==> src/include/xbar_consts.svh <==
`ifndef XBAR_CONSTS_SVH
`define XBAR_CONSTS_SVH

// ports on each side of the crossbar
`define XBAR_PORTS 4

// cell payload and control word
`define XBAR_DATA_W 16
`define XBAR_CTRL_W 8

// destination sits in the low bits of the control word
`define XBAR_DEST_W 2

// cells per ingress queue as a power of two
`define XBAR_QUEUE_DEPTH 8

`endif
==> src/logic/sched_pkg.sv <==
`include "xbar_consts.svh"

package sched_pkg;

	// input port number, same width as a destination
	typedef logic [`XBAR_DEST_W-1:0] port_idx_t;

	// one bit per port
	typedef logic [`XBAR_PORTS-1:0] port_mask_t;

	// per output grant flag and winning input
	typedef struct packed {
		logic      valid;
		port_idx_t src;
	} grant_t;

endpackage

==> src/logic/cell_pkg.sv <==
`include "xbar_consts.svh"

package cell_pkg;

	// payload carried through the switch untouched
	typedef logic [`XBAR_DATA_W-1:0] cell_data_t;

	// control word travelling with the payload
	typedef logic [`XBAR_CTRL_W-1:0] cell_ctrl_t;

	// output port addressed by a cell
	typedef logic [`XBAR_DEST_W-1:0] dest_t;

	// destination decode from the control word
	function automatic dest_t ctrl_dest(cell_ctrl_t ctrl);
		return ctrl[`XBAR_DEST_W-1:0];
	endfunction

endpackage

==> src/logic/queue_if.sv <==
`include "xbar_consts.svh"

interface queue_if
	import cell_pkg::*, sched_pkg::*;
();

	// head cell of each ingress queue
	cell_data_t data [`XBAR_PORTS];
	cell_ctrl_t ctrl [`XBAR_PORTS];

	port_mask_t empty;

	// pop strobes back to the queues
	port_mask_t rd_en;

	modport queue (
		output data,
		output ctrl,
		output empty,
		input  rd_en
	);

	modport sched (
		input  empty,
		input  ctrl,
		output rd_en
	);

	modport switch (
		input data,
		input ctrl
	);

endinterface

==> src/logic/xbar_top.sv <==
`include "xbar_consts.svh"

module xbar_top
	import cell_pkg::*, sched_pkg::*;
(
	input  logic       clk,
	input  logic       rst,

	input  logic       in_valid0,
	input  cell_ctrl_t in_ctrl0,
	input  cell_data_t in_data0,
	input  logic       in_valid1,
	input  cell_ctrl_t in_ctrl1,
	input  cell_data_t in_data1,
	input  logic       in_valid2,
	input  cell_ctrl_t in_ctrl2,
	input  cell_data_t in_data2,
	input  logic       in_valid3,
	input  cell_ctrl_t in_ctrl3,
	input  cell_data_t in_data3,

	output logic       in_full0,
	output logic       in_full1,
	output logic       in_full2,
	output logic       in_full3,

	output logic       out_wr0,
	output cell_ctrl_t out_ctrl0,
	output cell_data_t out_data0,
	output logic       out_wr1,
	output cell_ctrl_t out_ctrl1,
	output cell_data_t out_data1,
	output logic       out_wr2,
	output cell_ctrl_t out_ctrl2,
	output cell_data_t out_data2,
	output logic       out_wr3,
	output cell_ctrl_t out_ctrl3,
	output cell_data_t out_data3
);

	port_mask_t in_valid;
	port_mask_t in_full;
	cell_ctrl_t in_ctrl [`XBAR_PORTS];
	cell_data_t in_data [`XBAR_PORTS];
	grant_t     grants [`XBAR_PORTS];
	port_mask_t out_wr;
	cell_ctrl_t out_ctrl [`XBAR_PORTS];
	cell_data_t out_data [`XBAR_PORTS];

	queue_if q ();

	// numbered ports onto arrays
	assign in_valid = {in_valid3, in_valid2, in_valid1, in_valid0};
	assign in_ctrl  = '{in_ctrl0, in_ctrl1, in_ctrl2, in_ctrl3};
	assign in_data  = '{in_data0, in_data1, in_data2, in_data3};

	assign {in_full3, in_full2, in_full1, in_full0} = in_full;
	assign {out_wr3, out_wr2, out_wr1, out_wr0}     = out_wr;

	assign out_ctrl0 = out_ctrl[0];
	assign out_data0 = out_data[0];
	assign out_ctrl1 = out_ctrl[1];
	assign out_data1 = out_data[1];
	assign out_ctrl2 = out_ctrl[2];
	assign out_data2 = out_data[2];
	assign out_ctrl3 = out_ctrl[3];
	assign out_data3 = out_data[3];

	for (genvar i = 0; i < `XBAR_PORTS; i++) begin : g_queue
		ingress_queue u_queue (
			.clk       (clk),
			.rst       (rst),
			.wr_en     (in_valid[i]),
			.din_ctrl  (in_ctrl[i]),
			.din_data  (in_data[i]),
			.rd_en     (q.rd_en[i]),
			.dout_ctrl (q.ctrl[i]),
			.dout_data (q.data[i]),
			.empty     (q.empty[i]),
			.full      (in_full[i])
		);
	end

	port_scheduler u_sched (
		.q      (q.sched),
		.grants (grants)
	);

	crossbar_switch u_switch (
		.clk      (clk),
		.rst      (rst),
		.q        (q.switch),
		.grants   (grants),
		.out_wr   (out_wr),
		.out_ctrl (out_ctrl),
		.out_data (out_data)
	);

endmodule

==> src/logic/crossbar_switch.sv <==
`include "xbar_consts.svh"

module crossbar_switch
	import cell_pkg::*, sched_pkg::*;
(
	input  logic       clk,
	input  logic       rst,
	queue_if.switch    q,
	input  grant_t     grants [`XBAR_PORTS],
	output port_mask_t out_wr,
	output cell_ctrl_t out_ctrl [`XBAR_PORTS],
	output cell_data_t out_data [`XBAR_PORTS]
);

	always_ff @(posedge clk or negedge rst) begin
		if (!rst) begin
			out_wr <= '0;
			for (int o = 0; o < `XBAR_PORTS; o++) begin
				out_ctrl[o] <= '0;
				out_data[o] <= '0;
			end
		end else begin
			for (int o = 0; o < `XBAR_PORTS; o++) begin
				// strobe lasts one cycle per granted cell
				out_wr[o] <= grants[o].valid;
				if (grants[o].valid) begin
					out_ctrl[o] <= q.ctrl[grants[o].src];
					out_data[o] <= q.data[grants[o].src];
				end
			end
		end
	end

	// idle outputs hold the last cell they sent

endmodule

==> src/logic/port_scheduler.sv <==
`include "xbar_consts.svh"

module port_scheduler
	import cell_pkg::*, sched_pkg::*;
(
	queue_if.sched q,
	output grant_t grants [`XBAR_PORTS]
);

	// outputs already claimed this cycle
	port_mask_t taken;
	port_mask_t rd_mask;
	dest_t      dest [`XBAR_PORTS];

	always_comb begin
		for (int i = 0; i < `XBAR_PORTS; i++) begin
			dest[i] = ctrl_dest(q.ctrl[i]);
		end
	end

	// lower input index wins and losers keep their head for next cycle
	always_comb begin
		taken   = '0;
		rd_mask = '0;
		for (int o = 0; o < `XBAR_PORTS; o++) begin
			grants[o].valid = 1'b0;
			grants[o].src   = '0;
		end
		for (int i = 0; i < `XBAR_PORTS; i++) begin
			if (!q.empty[i] && !taken[dest[i]]) begin
				taken[dest[i]]        = 1'b1;
				rd_mask[i]            = 1'b1;
				grants[dest[i]].valid = 1'b1;
				grants[dest[i]].src   = port_idx_t'(i);
			end
		end
	end

	// only granted heads are popped
	assign q.rd_en = rd_mask;

endmodule

==> src/logic/ingress_queue.sv <==
`include "xbar_consts.svh"

module ingress_queue
	import cell_pkg::*;
#(
	parameter int DEPTH = `XBAR_QUEUE_DEPTH
) (
	input  logic       clk,
	input  logic       rst,
	input  logic       wr_en,
	input  cell_ctrl_t din_ctrl,
	input  cell_data_t din_data,
	input  logic       rd_en,
	output cell_ctrl_t dout_ctrl,
	output cell_data_t dout_data,
	output logic       empty,
	output logic       full
);

	localparam int AW = $clog2(DEPTH);
	localparam int CW = $clog2(DEPTH + 1);

	cell_ctrl_t ctrl_mem [DEPTH];
	cell_data_t data_mem [DEPTH];

	logic [AW-1:0] wr_ptr;
	logic [AW-1:0] rd_ptr;
	logic [CW-1:0] count;
	logic          push;
	logic          pop;

	assign empty = (count == '0);
	assign full  = (count == CW'(DEPTH));

	// writes into a full queue and reads from an empty one are dropped
	assign push = wr_en && !full;
	assign pop  = rd_en && !empty;

	// head falls through straight from the read pointer
	assign dout_ctrl = ctrl_mem[rd_ptr];
	assign dout_data = data_mem[rd_ptr];

	always_ff @(posedge clk) begin
		if (push) begin
			ctrl_mem[wr_ptr] <= din_ctrl;
			data_mem[wr_ptr] <= din_data;
		end
	end

	// pointers wrap on their own since depth is a power of two
	always_ff @(posedge clk or negedge rst) begin
		if (!rst) begin
			wr_ptr <= '0;
			rd_ptr <= '0;
			count  <= '0;
		end else begin
			if (push) begin
				wr_ptr <= wr_ptr + 1'b1;
			end
			if (pop) begin
				rd_ptr <= rd_ptr + 1'b1;
			end
			case ({push, pop})
				2'b10: count <= count + 1'b1;
				2'b01: count <= count - 1'b1;
				default: count <= count;
			endcase
		end
	end

endmodule

==> config.mk <==
export PLATFORM = sky130hd
export DESIGN_NAME = xbar_top
export DESIGN_NICKNAME = d
export VERILOG_FILES = /design/src/logic/sched_pkg.sv /design/src/logic/cell_pkg.sv /design/src/logic/queue_if.sv /design/src/logic/xbar_top.sv /design/src/logic/crossbar_switch.sv /design/src/logic/port_scheduler.sv /design/src/logic/ingress_queue.sv
export VERILOG_INCLUDE_DIRS = /design/src /design/src/include
export SDC_FILE = /design/constraint.sdc
export NUM_CORES = 1
export LEC_CHECK = 0
export BUFFER_PORTS_ARGS = -buffer_cell sky130_fd_sc_hd__buf_2
export CAP_MARGIN = 0
export CORE_MARGIN = 4
export CORE_UTILIZATION = 68
export CTS_BUF_LIST = sky130_fd_sc_hd__clkbuf_2
export DETAILED_ROUTE_END_ITERATION = 7
export GPL_TIMING_DRIVEN = 0
export PLACE_DENSITY_LB_ADDON = 0.3
export SLEW_MARGIN = 20
export SYNTH_ARGS = -nofsm -noshare
export SYNTH_HDL_FRONTEND = slang
export SYNTH_SLANG_ARGS = --single-unit
export TNS_END_PERCENT = 50
==> constraint.sdc <==
create_clock -name clk -period 9.55 [get_ports clk]
set_input_delay 0.955 -clock clk [delete_from_list [all_inputs] [get_ports clk]]
set_output_delay 0.955 -clock clk [all_outputs]
set_load 0.02 [all_outputs]
==> impl_results.md <==
- Outcome: finished, final reports clean
- Worst slew pin tran: 1227 ps
- GRT busiest layer: met2
- Dpl ws: 5116 ps
- Met3 Track Usage GR: 0.1107
- Worst endpoint required time: 10,970 ps
- Fin nets: 2,799
- CP Class: reg2reg
- Largest net degree at the start of global routing: 74
- Switch Pwr: 7.587 mW
- Comb pwr share: 0.518
- Post-layout minimum cycle time: 4349 ps
- Synth-to-layout area growth: 16.43%
- Drt wl/cell: 29.55 µm
- Number of flops mapped to enable cells by yosys: 768
- Synthesis Warnings: 0
- Worst R2R Path Depth: 15
- R2R Path End: g_queue[3].u_queue.count[3]
- Final hold slack: 258.0 ps
- Family with the most delay on the worst path: compound AO/OA/AOI/OAI gates
- Commonest non-fill, non-tap cell in the layout: edfxtp_1
- First-pass GRT wire length: 156,100 µm
- DR iter-0 viols: 3,027
- Yosys reg bits: 908
- Die Area: 58,800 µm²
- Clk pwr share: 0.150
- Mean post-synth cell area: 17.91 µm²
- Final WS setup: 5201 ps
- Detail Placement HPWL: 72,300 µm
- Cell count of the worst hold path: 2
- Sequential share of the synthesized area: 0.7105
- Routed Antenna Nets: 0
- Max VDD drop: 0.2260 mV
- Crit path DAT: 5770 ps
- Vias in the first global route: 24,310
- Crit path cell chain: clkbuf_1 > nor2b_1 > a22oi_2 > nand2_1 > a31oi_1 > buf_2 > a31oi_1 > nor4_4 > ha_1 > ha_1 > a21o_1 > a21oi_1 > xnor2_1 > nor2_1 > xor2_1
- Initial Utilization: 0.6907
- Crit-path max FO: 10
- Setup TNS: 0 ps
- Power per standard cell area: 388.8 nW/µm²
- Final hold viol count: 0
- Tightest Hold Check Type: in2reg
- Reg-to-Reg Start: g_queue[0].u_queue.rd_ptr[2]
- Die width: 242.5 µm
- Worst-path clk slew: 110 ps
- MaxCap Viol Count: 0
- Switch share: 0.4483
- RSZ-0062 raised after global routing: false
- Total track usage: 0.3638
- Share of post-route cells with drive strength above 1: 0.3315
- Synth Cell Area: 37,390 µm²
- Clock Tree Buf Depth: 3
- Fraction of registers with async set/reset: 0.1542
- Worst path slowest cell: a22oi_2
- Residual DRC count: 0
- Max stage delay on crit path: 570 ps
- Post-CTS Setup Bufs: 0
- Final instance area: 43,530 µm²
- Die height: 242.5 µm
- Worst Skew: 135.8 ps
- CTS H-tree lvls: 4
- Hold Crit Start: in_data1[8]
- Final Slew Violations: 0
- Row count: 85
- CTS tree: yes
- Fill count: 2,820
- Gr ovfl total: 0
- Area after DPL: 40,440 µm²
- Fmax achieved: 0.2299 GHz
- Clk sinks: 908
- Hold endpoint: g_queue[1].u_queue.data_mem[3][8]
- Synth Instances: 2,087
- Post-Syn Nets: 2,213
- Sequential cell fraction of total power: 0.332
- Clock Latency Late Sink: 1540 ps
- Synth unique cells: 68
- Final period util: 0.4554
- Core ar.: 54,130 µm²
- Initial antenna violation count: 3
- Internal power: 9.337 mW
- FF-to-FF setup slack: 5200 ps
- Port Buf Inserts: 205
- DRT Pass-1 Iters: 7
- Main area contributors after synthesis: edfxtp_1, mux4_2, dfrtp_1
- CP bufs+invs: 2
- Biggest area consumer among synthesized cells: edfxtp_1
- Met1 Usage GRT: 0.4889
- Gpl congestion: 0.9433
- CTS root buf: clkbuf_2
- Most frequent cells in the layout: edfxtp_1, clkbuf_2, buf_2
- CP Launch Type: flop
- I/O pins: 206
- DR vias/cell: 6.662
- Synth top area share: 0.6168
- CTS Buf Count: 210
- Static Leak: 16.15 nW
- Final Power: 16.92 mW
- Via count: 23,730
- Ys flop type: edfxtp_1
- Crit end category: flop
- Routed wire length: 105,300 µm
- Met2 Resource Use GR: 0.5660
- Rel. slew slack: 0.1588
- Setup violation total in the final timing report: 0
## cells by family after synthesis
kind of cell / after synthesis / share of synthesized area
flip-flops: 908 / 0.7105
multiplexers: 354 / 0.1594
AO/OA/AOI/OAI: 300 / 0.05575
AND/OR/NAND/NOR: 292 / 0.03805
buffers and inverters: 175 / 0.01944
XOR/XNOR: 34 / 0.007965
adder cells (fa/ha/maj): 24 / 0.008835
## repair_timing
item	4_1_cts	5_1_grt
gates resized for setup	0	0
setup endpoints to repair	0	0
hold endpoints to repair	920	0
hold buffers	103	0
## registers in the layout, summed over array words and instances (netlist names)
name and count:
u_switch.out_ctrl 32, g_queue.u_queue.ctrl_mem 256, g_queue.u_queue.count 16, u_switch.out_data 64, g_queue.u_queue.data_mem 512, g_queue.u_queue.rd_ptr 12
g_queue.u_queue.wr_ptr 12, u_switch.out_wr 4
## Yosys cell counts (9+ instances only)
library cell and count:
nand2_1 88, nor2_1 91, nand2b_1 18, inv_1 60
a211o_1 31, nand3_1 18, o21ai_1 9, and2_1 9
edfxtp_1 768, a31oi_1 17, a221oi_1 25, mux2_2 26
o211ai_1 16, mux2i_1 134, buf_2 44, xnor2_1 21
mux4_2 186, o22ai_1 61, a21oi_1 67, clkbuf_1 57
xor2_1 13, dfrtp_1 140, or2_2 12, nor3_1 23
ha_1 20, a22oi_1 14, o21ai_0 13
## metrics by stage
stage,util,instances
5_1_grt,0.8041,3560
3_5_place_dp,0.7470,3054
3_3_place_gp,0.7257,2988
6_report,0.8042,3562
4_1_cts,0.8032,3553
2_1_floorplan,-,2087
## layer usage
layer	vias up	share of wire
met1	11990	0.36
met5	-	0
li1	9736	-
met2	1703	0.48
met4	0	0.042
met3	297	0.12
## how the worst max path moves through the flow
stage,startpoint,endpoint,slack [ps],depth (start not counted)
after floorplan,in_valid3,g_queue[3].u_queue.ctrl_mem[0][0],5440,3
after global placement,in_valid3,g_queue[3].u_queue.data_mem[0][13],3160,4
after detailed placement,g_queue[0].u_queue.count[0],g_queue[3].u_queue.count[3],5120,13
after CTS,g_queue[0].u_queue.count[0],g_queue[2].u_queue.count[3],5130,14
after global routing,g_queue[0].u_queue.rd_ptr[2],g_queue[3].u_queue.count[3],4960,15
final,g_queue[0].u_queue.rd_ptr[2],g_queue[3].u_queue.count[3],5200,15
## worst reg2reg max path, delay by kind of cell, from the launching register on
family | cells | cell delay [ps]
simple gates | 4 | 680
buf+inv | 2 | 800
fa+ha+maj | 2 | 530
xor+xnor | 2 | 280
flops | 1 | 410
compound gates | 5 | 1600
## area by class of cell
cell class	instances	area, µm²	area share
diodes	9	22.52	0.0005173
plain buffers	111	486.7	0.01118
clock buffers	317	1587	0.03644
clock inverters	79	406.6	0.009341
inverters	64	240.2	0.005518
multi-input cells	1004	10350	0.2378
flip-flops and latches	908	26570	0.6102
well taps	696	870.8	0.02000
repair buffers	374	3000	0.06892
## power by group through the flow
| stage | Sequential, mW | Clock (mW) | Combinational [mW] |
|---|---|---|---|
| finish | 5.61 | 2.54 | 8.77 |
| global route | 5.66 | 2.80 | 9.22 |
| CTS | 5.58 | 2.54 | 8.52 |
| detailed placement | 5.66 | 0 | 8.43 |
| global placement | 5.62 | 0 | 7.95 |
| floorplan | 5.76 | 0 | 5.29 |
Power figures use the tool's default switching activity.
